## src/rtl/dk_game_pkg.sv

```systemverilog
// Shared game constants and types; motion step, divider and cool-down widths are scaled for short simulation runs
package dk_game_pkg;

   localparam int COORD_W = 11;

   // Screen limits where barrels retire
   localparam logic [COORD_W-1:0] SCREEN_W = 11'd1024;
   localparam logic [COORD_W-1:0] SCREEN_H = 11'd768;

   localparam int BARRELS_PER_GROUP = 5;

   // Scaled down, real game moves much slower
   localparam logic [COORD_W-1:0] BARREL_STEP = 11'd64;
   localparam int MOVE_DIV   = 4;
   localparam int MOVE_DIV_W = $clog2(MOVE_DIV);

   // Launcher cool-down counter, wide enough for the scaled delays only
   localparam int COOLDOWN_W = 8;

   localparam logic [COORD_W-1:0] HIT_RADIUS    = 11'd32;
   localparam logic [COORD_W-1:0] PICKUP_RADIUS = 11'd32;

   localparam int HEALTH_W = 2;
   localparam logic [HEALTH_W-1:0] HEALTH_MAX = 2'd3;

   localparam logic [COORD_W-1:0] SHIELD_X = 11'd300;
   localparam logic [COORD_W-1:0] SHIELD_Y = 11'd468;

   typedef struct packed {
      logic [COORD_W-1:0] x;
      logic [COORD_W-1:0] y;
   } pos_t;

   typedef struct packed {
      logic start;
      logic up;
      logic down;
   } game_keys_t;

   typedef struct packed {
      logic                game_en;
      logic [HEALTH_W-1:0] health;
      logic                shielded;
   } game_status_t;

   // Box overlap, both distances strictly below radius
   function automatic logic near(input pos_t a, input pos_t b, input logic [COORD_W-1:0] radius);
      logic [COORD_W-1:0] dx;
      logic [COORD_W-1:0] dy;
      dx = (a.x > b.x) ? a.x - b.x : b.x - a.x;
      dy = (a.y > b.y) ? a.y - b.y : b.y - a.y;
      return (dx < radius) && (dy < radius);
   endfunction

endpackage

```

## src/rtl/barrel_ctl.sv

```systemverilog
// Launcher for one barrel group; DELAY_TIME must fit COOLDOWN_W bits and be at least 2
`timescale 1ns/1ns

module barrel_ctl
   import dk_game_pkg::*;
#(
   parameter int DELAY_TIME = 40
) (
   input  logic                         clk65MHz,
   input  logic                         arst_n,
   input  logic                         game_en,
   input  logic                         key,
   input  logic [BARRELS_PER_GROUP-1:0] slot_active,
   output logic [BARRELS_PER_GROUP-1:0] launch
);

   logic [COOLDOWN_W-1:0]        cool_cnt;
   logic [BARRELS_PER_GROUP-1:0] free_slots;
   logic [BARRELS_PER_GROUP-1:0] pick;
   logic                         fire;

   // Lowest free slot as one-hot
   always_comb begin
      free_slots = ~slot_active;
      pick       = free_slots & (~free_slots + 1'b1);
      fire       = key && game_en && (cool_cnt == '0) && (|free_slots);
   end

   always_ff @(posedge clk65MHz or negedge arst_n) begin
      if (!arst_n) begin
         launch   <= '0;
         cool_cnt <= '0;
      end else begin
         launch <= '0;
         if (fire) begin
            launch   <= pick;
            cool_cnt <= COOLDOWN_W'(DELAY_TIME);
         end else if (cool_cnt != '0) begin
            cool_cnt <= cool_cnt - 1'b1;
         end
      end
   end

endmodule

```

## src/rtl/barrel_track.sv

```systemverilog
// One barrel moving from Kong along x (VERTICAL=0) or y (VERTICAL=1); a hit can skip a 1-pixel gap at step 64
`timescale 1ns/1ns

module barrel_track
   import dk_game_pkg::*;
#(
   parameter bit VERTICAL = 1'b0
) (
   input  logic clk65MHz,
   input  logic arst_n,
   input  logic game_en,
   input  logic launch,
   input  pos_t kong_pos,
   input  pos_t donkey_pos,
   output logic active,
   output logic hit
);

   pos_t                  pos;
   logic [MOVE_DIV_W-1:0] div_cnt;
   logic                  tick;
   logic [COORD_W:0]      coord_next;
   logic [COORD_W:0]      limit;
   logic                  overlap;

   always_comb begin
      tick    = (div_cnt == MOVE_DIV_W'(MOVE_DIV - 1));
      overlap = near(pos, donkey_pos, HIT_RADIUS);
      if (VERTICAL) begin
         coord_next = {1'b0, pos.y} + {1'b0, BARREL_STEP};
         limit      = {1'b0, SCREEN_H};
      end else begin
         coord_next = {1'b0, pos.x} + {1'b0, BARREL_STEP};
         limit      = {1'b0, SCREEN_W};
      end
   end

   // Position register
   always_ff @(posedge clk65MHz) begin
      if (launch) begin
         pos <= kong_pos;
      end else if (active && tick) begin
         if (VERTICAL)
            pos.y <= coord_next[COORD_W-1:0];
         else
            pos.x <= coord_next[COORD_W-1:0];
      end
   end

   always_ff @(posedge clk65MHz or negedge arst_n) begin
      if (!arst_n) begin
         active  <= 1'b0;
         hit     <= 1'b0;
         div_cnt <= '0;
      end else begin
         hit <= 1'b0;
         if (!game_en) begin
            active <= 1'b0;
         end else if (launch) begin
            active  <= 1'b1;
            div_cnt <= '0;
         end else if (active) begin
            div_cnt <= tick ? '0 : div_cnt + 1'b1;
            if (overlap) begin
               hit    <= 1'b1;
               active <= 1'b0;
            end else if (tick && (coord_next >= limit)) begin
               // Off screen
               active <= 1'b0;
            end
         end
      end
   end

endmodule

```

## src/rtl/health_shielding.sv

```systemverilog
// Shield pickup once per game at SHIELD_X/SHIELD_Y; start re-arms it only while no game runs
`timescale 1ns/1ns

module health_shielding
   import dk_game_pkg::*;
(
   input  logic       clk65MHz,
   input  logic       arst_n,
   input  logic       game_en,
   input  logic       start,
   input  pos_t       donkey_pos,
   input  logic [9:0] hit,
   output logic       shielded,
   output logic       damage
);

   logic taken;
   logic at_shield;

   assign at_shield = near(donkey_pos, '{x: SHIELD_X, y: SHIELD_Y}, PICKUP_RADIUS);

   always_ff @(posedge clk65MHz or negedge arst_n) begin
      if (!arst_n) begin
         taken    <= 1'b0;
         shielded <= 1'b0;
         damage   <= 1'b0;
      end else begin
         damage <= 1'b0;
         if (start && !game_en) begin
            taken    <= 1'b0;
            shielded <= 1'b0;
         end else if (|hit) begin
            // Shield absorbs every hit of this cycle
            if (shielded)
               shielded <= 1'b0;
            else
               damage <= 1'b1;
         end else if (game_en && !taken && at_shield) begin
            taken    <= 1'b1;
            shielded <= 1'b1;
         end
      end
   end

endmodule

```

## src/rtl/game_fsm.sv

```systemverilog
// Menu/play/over control; game_en falls one edge after health reaches zero
`timescale 1ns/1ns

module game_fsm
   import dk_game_pkg::*;
(
   input  logic                clk65MHz,
   input  logic                arst_n,
   input  logic                start,
   input  logic                damage,
   output logic                game_en,
   output logic [HEALTH_W-1:0] health
);

   typedef enum logic [1:0] {
      MENU,
      PLAY,
      OVER
   } state_t;

   state_t state;

   assign game_en = (state == PLAY);

   always_ff @(posedge clk65MHz or negedge arst_n) begin
      if (!arst_n) begin
         state  <= MENU;
         health <= HEALTH_MAX;
      end else begin
         case (state)
            MENU, OVER: begin
               if (start) begin
                  state  <= PLAY;
                  health <= HEALTH_MAX;
               end
            end
            PLAY: begin
               if (health == '0)
                  state <= OVER;
               else if (damage)
                  health <= health - 1'b1;
            end
            default: begin
               state <= MENU;
            end
         endcase
      end
   end

endmodule

```

## src/rtl/donkey_kong_game.sv

```systemverilog
// Game core without video or keyboard; positions and one-cycle key pulses come from outside
`timescale 1ns/1ns

module donkey_kong_game
   import dk_game_pkg::*;
(
   input  logic         clk65MHz,
   input  logic         arst_n,
   input  game_keys_t   keys,
   input  pos_t         kong_pos,
   input  pos_t         donkey_pos,
   output game_status_t status,
   output logic [9:0]   barrel_active
);

   logic                         game_en;
   logic [HEALTH_W-1:0]          health;
   logic                         shielded;
   logic                         damage;
   logic [9:0]                   hit;
   logic [BARRELS_PER_GROUP-1:0] launch_hor;
   logic [BARRELS_PER_GROUP-1:0] launch_ver;

   assign status = '{game_en: game_en, health: health, shielded: shielded};

   // Horizontal group, bits 0-4
   barrel_ctl #(.DELAY_TIME(40)) u_barrel_ctl_hor (
      .clk65MHz,
      .arst_n,
      .game_en,
      .key(keys.up),
      .slot_active(barrel_active[4:0]),
      .launch(launch_hor)
   );

   // Vertical group, bits 5-9
   barrel_ctl #(.DELAY_TIME(20)) u_barrel_ctl_ver (
      .clk65MHz,
      .arst_n,
      .game_en,
      .key(keys.down),
      .slot_active(barrel_active[9:5]),
      .launch(launch_ver)
   );

   for (genvar i = 0; i < BARRELS_PER_GROUP; i++) begin : g_hor
      barrel_track #(.VERTICAL(1'b0)) u_barrel_track (
         .clk65MHz,
         .arst_n,
         .game_en,
         .launch(launch_hor[i]),
         .kong_pos,
         .donkey_pos,
         .active(barrel_active[i]),
         .hit(hit[i])
      );
   end

   for (genvar i = 0; i < BARRELS_PER_GROUP; i++) begin : g_ver
      barrel_track #(.VERTICAL(1'b1)) u_barrel_track (
         .clk65MHz,
         .arst_n,
         .game_en,
         .launch(launch_ver[i]),
         .kong_pos,
         .donkey_pos,
         .active(barrel_active[i+5]),
         .hit(hit[i+5])
      );
   end

   health_shielding u_health_shielding (
      .clk65MHz,
      .arst_n,
      .game_en,
      .start(keys.start),
      .donkey_pos,
      .hit,
      .shielded,
      .damage
   );

   game_fsm u_game_fsm (
      .clk65MHz,
      .arst_n,
      .start(keys.start),
      .damage,
      .game_en,
      .health
   );

endmodule

```

## config.mk

```make
export PLATFORM = sky130hd
export DESIGN_NAME = donkey_kong_game
export DESIGN_NICKNAME = d
export VERILOG_FILES = /design/src/rtl/dk_game_pkg.sv /design/src/rtl/barrel_ctl.sv /design/src/rtl/barrel_track.sv /design/src/rtl/health_shielding.sv /design/src/rtl/game_fsm.sv /design/src/rtl/donkey_kong_game.sv
export SDC_FILE = /design/constraint.sdc
export NUM_CORES = 1
export LEC_CHECK = 0
export ABC_CLOCK_PERIOD_IN_PS = 5250
export BUFFER_PORTS_ARGS = -buffer_cell sky130_fd_sc_hd__buf_2
export CAP_MARGIN = 20
export CORE_AREA = 2 2 211 213
export CTS_CLUSTER_SIZE = 14
export DETAILED_ROUTE_END_ITERATION = 7
export DIE_AREA = 0 0 213 215
export PLACE_DENSITY_LB_ADDON = 0.2
export SLEW_MARGIN = 5
export SYNTH_ARGS = -nofsm -noshare
export SYNTH_HDL_FRONTEND = slang
export SYNTH_SLANG_ARGS = --single-unit
export TNS_END_PERCENT = 30
```

## constraint.sdc

```tcl
create_clock -name clk65MHz -period 5.25 [get_ports clk65MHz]
set_input_delay 0.525 -clock clk65MHz [delete_from_list [all_inputs] [get_ports clk65MHz]]
set_output_delay 0.525 -clock clk65MHz [all_outputs]
set_load 0.01 [all_outputs]
```

* Word level (Yosys, flattened, before mapping)
Cells that the tools add are included.
** Cells by class
- Shift operators :: 0
- $add $sub $neg :: 69
- Div/mod/pow operators :: 0
- Multipliers :: 0
- Bitwise gates (word level) :: 6
- Reductions and logical operators :: 90
- Muxes and demuxes :: 183
- Equality and inequality tests :: 17
- Magnitude comparators :: 54
** Operators by type and width (number)
- 11-bit subtractor :: 40
- 11-bit 2-to-1 mux :: 37
- 11-bit by 6-bit < comparator with 1-bit output (second input constant) :: 22
- 11-bit > comparator :: 20
- 11-bit by 7-bit adder with 12-bit output (second input constant) :: 10
- 22-bit 2-to-1 mux :: 5
- 1-bit 2-to-1 mux :: 98
- 2-bit 2-to-1 mux :: 35
- 12-bit by 10-bit greater-or-equal comparator with 1-bit output (second input constant) :: 5
- 12-bit by 11-bit greater-or-equal comparator with 1-bit output (second input constant) :: 5
- 2-bit nonzero test :: 24
- 1-bit logical AND :: 40
- 8-bit 2-to-1 mux :: 4
- 2-bit AND reduction :: 12
- 2-bit equality test (second input constant) :: 11
- 11-bit by 9-bit > comparator with 1-bit output (second input constant) :: 2
- 11-bit by 9-bit subtractor with 11-bit output (second input constant) :: 2
- 9-bit by 11-bit subtractor with 11-bit output (first input constant) :: 2
- 2-bit by 1-bit adder with 2-bit output (second input constant) :: 10
- 5-bit NOT :: 4
- 8-bit logical NOT :: 2
- 8-bit nonzero test :: 2
- 8-bit by 1-bit subtractor with 8-bit output (second input constant) :: 2
- 5-bit by 1-bit adder with 5-bit output (second input constant) :: 2
- other kinds (14) :: 23
** Word-level totals
- Bits in read-only memories :: 0
- Register bits after elaboration :: 293
- Output and inout bits :: 14
- RAM bits :: 0
- Memories kept :: 0
- Bits in latches :: 0
- Bits of input ports :: 49

* Longest topological paths before layout
Gate-level depths: netlist (run 1).
- Depth after elaboration :: 8
- Gate-level depth with buffers :: 13
- Gate-level depth less buffers :: 11

* Modules after synthesis
From an unflattened synthesis (run 1), not the netlist that was laid out.
** Second synthesis, totals
- Cell total of the unflattened synthesis :: 3502
- Area total of the unflattened synthesis :: 30648.1 µm²
** By module, submodules not included
- barrel_track at g_ver[0].u_barrel_track ... :: instances 5, cells each 328, area each 2796.4 µm²
- barrel_track at g_hor[0].u_barrel_track ... :: instances 4, cells each 328, area each 2931.6 µm²
- barrel_track at g_hor[3].u_barrel_track :: instances 1, cells each 323, area each 2817.7 µm²
- barrel_ctl at u_barrel_ctl_ver :: instances 1, cells each 62, area each 663.1 µm²
- barrel_ctl at u_barrel_ctl_hor :: instances 1, cells each 59, area each 634.4 µm²
- health_shielding :: instances 1, cells each 84, area each 601.8 µm²
- game_fsm :: instances 1, cells each 20, area each 207.7 µm²
- donkey_kong_game :: instances 1, cells each 2, area each 15.0 µm²

* Worst setup path after synthesis (run 1)
Ideal clock, no wire load.
- Kind :: input-to-reg
- Start point :: input donkey_pos[19] in the netlist's numbering
- End point :: register g_ver[0].u_barrel_track.hit
- Buffers on the path :: 1
- Slack :: 2106 ps
- Data required time :: 5182 ps
- Library setup time :: 68 ps
- Stages :: 12
- Arrival :: 3076 ps
- Cell sequence :: inv_1 > ha_1 > buf_2 > and4_1 > or3b_2 > nor3b_1 > a21oi_1 > o21a_1 > mux2i_1 > xor2_1 > nor4b_1 > and4_1
** Between the ends
- Longest elaborated chain between the ends :: 8
- Elaborated cells between the ends (all ways) :: 10
- Classes of those cells :: 2 x add/sub; 2 x order compare; 5 x mux; 1 x reduce/logical
** Ends and longest elaborated chain
- start: declaration :: line donkey_kong_game.sv:11 : input pos_t donkey_pos,
- 11-bit subtractor / 11-bit > comparator (equally long branches) :: line dk_game_pkg.sv:50 : dx = (a.x > b.x) ? a.x - b.x : b.x - a.x;
- 11-bit 2-to-1 mux (*) :: line dk_game_pkg.sv:50
- 11-bit by 6-bit < comparator with 1-bit output (*) :: line dk_game_pkg.sv:52 : return (dx < radius) && (dy < radius);
- 1-bit logical AND (*) :: line dk_game_pkg.sv:52
- 1-bit 2-to-1 mux (*) :: line barrel_track.sv:64 : if (overlap) begin
- 1-bit 2-to-1 mux (*) :: line barrel_track.sv:62 : end else if (active) begin
- 1-bit 2-to-1 mux (*) :: line barrel_track.sv:59 : end else if (launch) begin
- 1-bit 2-to-1 mux (*) :: line barrel_track.sv:57 : if (!game_en) begin
- end signal: assignment :: line barrel_track.sv:53 : hit <= 1'b0;
- end signal: assignment :: line barrel_track.sv:56 : hit <= 1'b0;
- end signal: assignment :: line barrel_track.sv:65 : hit <= 1'b1;
- end: declaration :: line barrel_track.sv:16 : output logic hit
Every way passes the cells marked *; elsewhere a longest branch is shown, timed or not.
A chain may end at the register's enable or synchronous reset.

* Final worst setup path (run 1)
- Start point :: input donkey_pos[12] in the netlist's numbering
- End point :: register g_ver[3].u_barrel_track.active
** Between the ends
- Longest elaborated chain between the ends :: 8
- Elaborated cells between the ends (all ways) :: 10
- Classes of those cells :: 2 x add/sub; 2 x order compare; 5 x mux; 1 x reduce/logical
** Ends and longest elaborated chain
- 11-bit subtractor / 11-bit > comparator (equally long branches) :: line dk_game_pkg.sv:50
- 11-bit 2-to-1 mux (*) :: line dk_game_pkg.sv:50
- 11-bit by 6-bit < comparator with 1-bit output (*) :: line dk_game_pkg.sv:52
- 1-bit logical AND (*) :: line dk_game_pkg.sv:52
- 1-bit 2-to-1 mux (*) :: line barrel_track.sv:64
- 1-bit 2-to-1 mux (*) :: line barrel_track.sv:62
- 1-bit 2-to-1 mux (*) :: line barrel_track.sv:59
- 1-bit 2-to-1 mux (*) :: line barrel_track.sv:57
- end signal: assignment :: line barrel_track.sv:58 : active <= 1'b0;
- end signal: assignment :: line barrel_track.sv:60 : active <= 1'b1;
- end signal: assignment :: line barrel_track.sv:66 : active <= 1'b0;
- end: declaration :: line barrel_track.sv:15 : output logic active,
Marked as above.

==> key figures, run 1 <==
Yosys
  • Top cells by count, synth: ha_1 (453), inv_1 (297), a21oi_1 (221), edfxtp_1 (220), nand2_1 (201)
  • Mapped Cells: a little over 3k
  • Mean post-synth cell area: between 8 and 9 um2
  • Post-synth EDFFs: 220
  • Ys Warns: 0
  • Post-synth top area share: 0.237
  • Post-synthesis sequential area ratio: 0.303
  • Synthesized cell area: roughly 28000 um2
  • Post-synth top flop: edfxtp_1
  • Top cells by area, synth: edfxtp_1 (24%), ha_1 (20%), dfrtp_1 (6.4%)
  • Yosys top cell by area: edfxtp_1
  • Post-synth ARST share: 0.249
  • Cell variety after synth: 100
  • Syn_nets: approximately 3.6k
  • Top-count cell post-synth: ha_1
  • Flops & latches, synth: 293

Power
  • VDD IR max: roughly 230 uV
  • Pwr/cell area: roughly 240 nW/um2
  • Logic pwr share: 0.205
  • Switching part of the total power: 0.302
  • P_sw: 2.15 mW
  • Sequential fraction of design power: 0.378
  • Clk network pwr share: 0.417
  • LEAKAGE: around 14 nW
  • Internal power: approximately 5.0 mW
  • Final Total Pwr: about 7 mW

Clock tree
  • CTS Buffer Depth: 3
  • Worst skew pair latency: between 0.5 and 0.6 ns
  • Hold_buf cts: 0
  • CTS tree: done
  • H-Tree Depth: 2
  • Clk sinks: 293
  • Worst-path clk slew: approximately 0.060 ns
  • Post-CTS Resized: 0
  • Clk Tree Root Cell: clkbuf_16
  • CTS buffer count: 37
  • Setup Buffers After CTS: 0

Routing
  • Met3 WL post-DR: around 6700 um
  • Top Metal Used: met5
  • DRC: 0
  • Met2 wire len: between 30000 and 40000 um
  • Vias/cell: 6.43
  • Vias: around 24k
  • Wirelength per Cell: about 22 um
  • Post-Route WL: between 80000 and 90000 um
  • Initial DRT Pass Iterations: 6
  • Drt initial violations: about 2.1k
  • Routed Antenna Nets: 0
  • Met1 wire length: 32600 um

Timing
  • Final worst slack: ~1.5 ns
  • Max Slew Vio Count: 0
  • Worst-Margin Slew: between 0.9 and 1 ns
  • Period utilisation layout: 0.706
  • Relative slew slack: 0.347
  • Final Skew: ~0.021 ns
  • Fin Setup TNS: 0 ns
  • Unrepaired setup endpoints after global routing: no
  • Max Freq: approximately 270 MHz
  • Setup-failing EPs final: 0
  • Final-report hold violation count: 0
  • Tmin final: ~3.7 ns

Floorplanning
  • Top-Level Pins: 63
  • Core Rows: 77
  • Die Footprint: ~46000 um2
  • Core Footprint: ~44000 um2
  • Die W: between 200 and 250 um
  • DIE HEIGHT: roughly 220 um
  • Initial core utilization: 0.639

Global routing
  • Tot GR Track Use: 0.359
  • Vias in the first global route: 23.1k
  • Total grt overflow: 0
  • Initial antenna violation count: 1
  • Largest net degree at the start of global routing: between 70 and 80
  • First-pass GRT wire length: 128000 um

Final layout
  • Filler cell count in the final layout: approximately 3.4k
  • Number of nets in the layout: approximately 3.6k
  • Register area: about 8400 um2
  • Fin cells: about 3.7k
  • Share of layout cells above drive strength 1: 0.0724
  • Area growth syn-to-layout: 7.50%
  • Multi-input logic area: roughly 18000 um2

Place
  • Final GP Congestion: 0.971
  • PortBufs: 62
  • Dpl cells: approximately 3.7k
  • DP HPWL: slightly below 60000 um
  • Setup slack at placement: about 1.1 ns

Critical path
  • Data required time of the worst path: 5.67 ns
  • WS Path Type: in -> reg
  • Kind of end point of the critical path: register
  • Crit Path Max Fanout: 12
  • CP startpoint kind: input pin
  • Critical Path AT: slightly above 4 ns

Worst hold path
  • HP Class: in -> async

Status
  • Status: complete, no violations

Run
  • Maxcap violations: 0
-- worst max-delay path, stage by stage --
cell,delay (ns)
buf_2,0.34
inv_1,0.43
ha_1,0.47
nand2b_1,0.10
a21oi_1,0.09
o41ai_1,0.64
o21ai_0,0.36
nor4_1,0.34
o31ai_1,0.12
o31ai_1,0.36
nand4_1,0.16
nor3b_1,0.18
-- layout make-up --
type / instances / area share
multi-input combinational: 2397 / 0.592
sequential: 293 / 0.281
inverter: 297 / 0.0372
clock buffer: 47 / 0.0349
tap: 592 / 0.0247
timing repair buffer: 92 / 0.0180
clock inverter: 21 / 0.0115
antenna: 1 / 0.0000835
-- layer usage --
| metal | GRT usage | vias to the layer above |
|---|---|---|
| met1 | 0.454 | 11500 |
| met3 | 0.0506 | 249 |
| met4 | 0.190 | 2 |
| li1 | - | 11200 |
| met2 | 0.592 | 1076 |
| met5 | 0 | - |
-- state kept, by name, summed over array words and instances (netlist names), 2 cells and up --
register	cells
g_hor.u_barrel_track.pos	110
g_ver.u_barrel_track.pos	110
g_hor.u_barrel_track.div_cnt	10
g_ver.u_barrel_track.div_cnt	10
u_barrel_ctl_hor.cool_cnt	8
u_barrel_ctl_ver.cool_cnt	8
g_hor.u_barrel_track.active	5
g_hor.u_barrel_track.hit	5
g_ver.u_barrel_track.active	5
g_ver.u_barrel_track.hit	5
u_barrel_ctl_hor.launch	5
u_barrel_ctl_ver.launch	5
u_game_fsm.health	2
u_game_fsm.state	2
-- cells by family after synthesis --
logic type,Yosys count,share of synthesized area
buf+inv,418,0.0609
flops,293,0.303
simple gates,951,0.181
compound gates,809,0.190
fa+ha+maj,453,0.203
xor+xnor,117,0.0368
mux,67,0.0250
-- final timing paths --
kind                            slack, ns                                  to  cells past startpoint                            start
worst max-delay path                 1.54      g_ver[3].u_barrel_track.active                     12                   donkey_pos[12]
worst min-delay path                 0.08        u_barrel_ctl_hor.cool_cnt[7]                      1                           arst_n
worst max register to register       1.87         g_hor[2].u_barrel_track.hit                     10  g_hor[2].u_barrel_track.pos[18]
worst min register to register       0.48            u_health_shielding.taken                      2         u_health_shielding.taken
max in group asynchronous            4.52  g_ver[3].u_barrel_track.div_cnt[1]                      1                           arst_n
min in group clk65MHz                0.33      g_hor[2].u_barrel_track.pos[3]                      1                      kong_pos[3]
-- metrics by stage --
stage	util	instance area (um2)	hold WS [ns]
floorplan	-	27900	0.229
global route	0.687	30000	0.164
finish	0.687	30000	0.0783
CTS	0.687	30000	0.107
detailed placement	0.655	28600	0.468
global placement	0.655	28600	0.455
-- cell usage in the layout, fill, tap and decap left out, types with 42 or more instances in the layout --
cell and n:
nand4_1 45, nor3_1 67, edfxtp_1 220, o21a_1 42, nor2b_1 42, nand2_1 201, and2_1 141, a21oi_1 221
dfrtp_1 71, o21ai_0 176, a31oi_1 42, xor2_1 57, ha_1 453, nor2_1 152, buf_2 61, nand3_1 83
mux2i_1 45, xnor2_1 60, a21o_1 67, inv_1 297
-- power groups by stage --
stage               clock network, mW  logic, mW  registers [mW]
floorplan                           0      0.991            2.71
detailed placement                  0       1.42            2.74
finish                           2.97       1.46            2.69
global route                     3.08       1.60            2.70
CTS                              2.99       1.43            2.69
global placement                    0       1.38            2.73
Power figures use the tool's default switching activity.
==> inputs of run 2 (changes only) <==
ABC_AREA = 1   (was not set)
ABC_CLOCK_PERIOD_IN_PS = 3470   (was 5250)
CORE_AREA = 2 2 234 236   (was 2 2 211 213)
DIE_AREA = 0 0 236 238   (was 0 0 213 215)
clock period = 3.47 ns   (was 5.25 ns; I/O delays follow)
==> key figures, run 2 <==
Yosys
  • Top-count cell post-synth: nand2_1
  • Synthesized cell area: 34500 um2 (+24%)
  • Ys Warns: 0 (unchanged)
  • Flops & latches, synth: 293 (unchanged)
  • Mapped Cells: 5515 (+77%)
  • Mean post-synth cell area: 6.26 um2 (-30%)
  • Post-synth top area share: 0.217 (-0.0203)
  • Top cells by count, synth: nand2_1 (1993), inv_1 (1063), ha_1 (453), nand3_1 (417), nor2_1 (383)
  • Post-synth ARST share: 0.249 (unchanged)
  • Syn_nets: 6017 (+67%)
  • Post-synthesis sequential area ratio: 0.244 (-0.0582)
  • Cell variety after synth: 47 (-53%)
  • Yosys top cell by area: nand2_1
  • Top cells by area, synth: nand2_1 (22%), edfxtp_1 (19%), ha_1 (16%)
  • Post-synth top flop: edfxtp_1
  • Post-synth EDFFs: 220 (unchanged)

Global routing
  • Initial antenna violation count: 1 (unchanged)
  • Total grt overflow: 0 (unchanged)
  • Global Route met2 Usage: 0.626 (+0.0339)
  • GR Layer Usage met1: 0.467 (+0.0124)
  • First-pass GRT wire length: 164000 um (+29%)
  • Gr busiest metal: met2
  • Vias in the first global route: 31.9k (+38%)
  • Largest net degree at the start of global routing: 57 (-23%)
  • M3 GR Usage: 0.0516 (+0.00103)
  • Tot GR Track Use: 0.369 (+0.0104)

Clock tree
  • H-Tree Depth: 2 (unchanged)
  • Clk Tree Root Cell: clkbuf_16
  • Worst skew pair latency: 0.58 ns (about the same)
  • CTS tree: done
  • CTS buffer count: 39 (+5.4%)
  • Clk sinks: 293 (unchanged)
  • CTS Buffer Depth: 3 (unchanged)
  • Setup Buffers After CTS: 0 (unchanged)
  • Worst-path clk slew: 0.06 ns (about the same)

Routing
  • Drt initial violations: 2951 (+38%)
  • Vias/cell: 5.44 (-15%)
  • Routed Antenna Nets: 0 (unchanged)
  • DRC: 0 (unchanged)
  • Vias: 34.3k (+43%)
  • Initial DRT Pass Iterations: 6 (unchanged)
  • Post-Route WL: 104000 um (+27%)
  • Wirelength per Cell: 16.5 um (-25%)

Critical path
  • Slowest CP cell: ha_1
  • Data required time of the worst path: 3.90 ns (-1.77 ns)
  • Crit Path Max Fanout: 11 (-1)
  • R2R setup slack: 0.79 ns (-1.08 ns)
  • Kind of end point of the critical path: register
  • WS Path Type: in -> reg
  • Critical Path AT: 3.11 ns (-1.02 ns)
  • Slowest stage delay, CP: 0.46 ns (-0.18 ns)
  • Crit-path leading delay family: simple AND/OR/NAND/NOR gates
  • CP startpoint kind: input pin
  • Buf+Inv Stages, Crit Path: 2 (unchanged)
  • Crit path top cell by count: nand2_1
  • Crit-path cells: buf_2, inv_1, ha_1, nand2_1, nor2_1, nand3_1, nand4_1, nand2_1, nor2_1, nand2_1, nand2_1, nand2_1, nor2_1, nand2_1, nand2_1, a21oi_1

Floorplanning
  • Initial core utilization: 0.645 (+0.00655)
  • Die W: 236 um (+11%)
  • Top-Level Pins: 63 (unchanged)
  • Die Footprint: 56200 um2 (+23%)
  • Core Rows: 85 (+10%)
  • DIE HEIGHT: 238 um (+11%)
  • Core Footprint: 53500 um2 (+23%)

Worst hold path
  • HP Class: in -> reg

Final layout
  • Top Registers: g_hor.u_barrel_track.pos (110), g_ver.u_barrel_track.pos (110)
  • Number of nets in the layout: 6087 (+68%)
  • Util after Layout: 0.693 (+0.00580)
  • Antenna Cells: 0 (-1)
  • Most frequent cells in the layout: nand2_1 (1993), inv_1 (1063), ha_1 (453)
  • Share of layout cells above drive strength 1: 0.0477 (-0.0247)
  • Most common cell after layout, fill and taps aside: nand2_1
  • Area growth syn-to-layout: 7.31%
  • Filler cell count in the final layout: 4903 (+42%)

Power
  • LEAKAGE: 21.5 nW (+56%)
  • Final Total Pwr: 11.2 mW (+57%)
  • Pwr/cell area: 302 nW/um2 (+27%)
  • VDD IR max: 431 uV (+87%)

Timing
  • Fin Setup TNS: 0 ns (unchanged)
  • Max Freq: approximately 370 MHz
  • Hold Worst Slack: 0.0145 ns (-0.0638 ns)
  • Tmin final: between 2 and 3 ns
  • Max Slew Vio Count: 0 (unchanged)
  • Relative slew slack: 0.378 (+0.0314)
  • Worst-Margin Slew: 0.925 ns (-0.0531 ns)
  • Setup-failing EPs final: 0 (unchanged)
  • Unrepaired setup endpoints after global routing: no
  • Period utilisation layout: 0.772
  • Final-report hold violation count: 0 (unchanged)
  • Final Skew: 0.0225 ns (+0.00146 ns)

Status
  • Status: complete, no violations

Run
  • Maxcap violations: 0 (unchanged)

Place
  • DP HPWL: 78500 um (+32%)
  • PortBufs: 62 (unchanged)
  • Final GP Congestion: 1.04 (+7.0%)
run 2: cell types whose count changed after synthesis, sizes merged, moves of 44 or more:
cell    previous run  this run
and2             142         8
inv              297      1073
clkbuf            95        46
mux2i             45         1
nand2            201      2011
nand3             83       426
o21ai            182       136
a21o              68        13
nor2             152       416
xnor2             60        13
a21oi            222       278
run 2: cell families (layout without fill, tap and decap cells):
kind of cell / count (synthesis) / count (layout) / share of synthesized area
simple gates: 2999 / 2999 / 0.358
buf+inv: 1174 / 1274 / 0.131
compound gates: 508 / 508 / 0.0803
fa+ha+maj: 453 / 453 / 0.164
flops: 293 / 293 / 0.244
xor+xnor: 87 / 87 / 0.0221
mux: 1 / 1 / 0.000290
run 2: timing repair:
action,in CTS,in global routing
gates resized for setup,0,0
hold buffers,1,0
endpoints found under the hold margin,53,0
run 2: power breakdown:
group / internal (mW) / switching, mW
Clock: 2.54 / 1.71
Combinational: 0.913 / 2.01
Sequential: 3.90 / 0.106
run 2: area by class of cell:
class | instances | area [um2] | share of cell area
Sequential cell | 293 | 8440 | 0.228
Clock buffer | 56 | 1260 | 0.0340
Tap cell | 696 | 871 | 0.0235
Inverter | 1085 | 4070 | 0.110
Multi-Input combinational cell | 4048 | 21600 | 0.582
Timing Repair Buffer | 118 | 748 | 0.0202
Clock inverter | 15 | 83.8 | 0.00226
run 2: path summary, 6_finish.rpt:
check,from,endpoint,cells after the start
max in group asynchronous,arst_n,g_ver[3].u_barrel_track.div_cnt[0],3
min in group asynchronous,arst_n,u_barrel_ctl_ver.cool_cnt[2],2
setup reg to reg,g_ver[4].u_barrel_track.pos[6],g_ver[4].u_barrel_track.active,16
hold / removal,keys[2],u_game_fsm.state[1],2
setup / recovery,donkey_pos[15],g_ver[1].u_barrel_track.active,16
hold reg to reg,u_barrel_ctl_hor.cool_cnt[4],u_barrel_ctl_hor.cool_cnt[4],1
run 2: routing by layer:
layer  vias up  share of wire
li1      17300              -
met1     15300           0.41
met2      1387           0.45
met3       313          0.082
met4         2          0.052
met5         -        0.00012
run 2: metrics by stage:
step / instance area (um2) / worst slack, ns / instances
2_1_floorplan: 34500 / 1.23 / 5515
3_3_place_gp: 35700 / 0.334 / 6239
3_5_place_dp: 35700 / 0.304 / 6239
4_1_cts: 37000 / 0.835 / 6311
5_1_grt: 37000 / 0.534 / 6311
6_report: 37000 / 0.790 / 6311
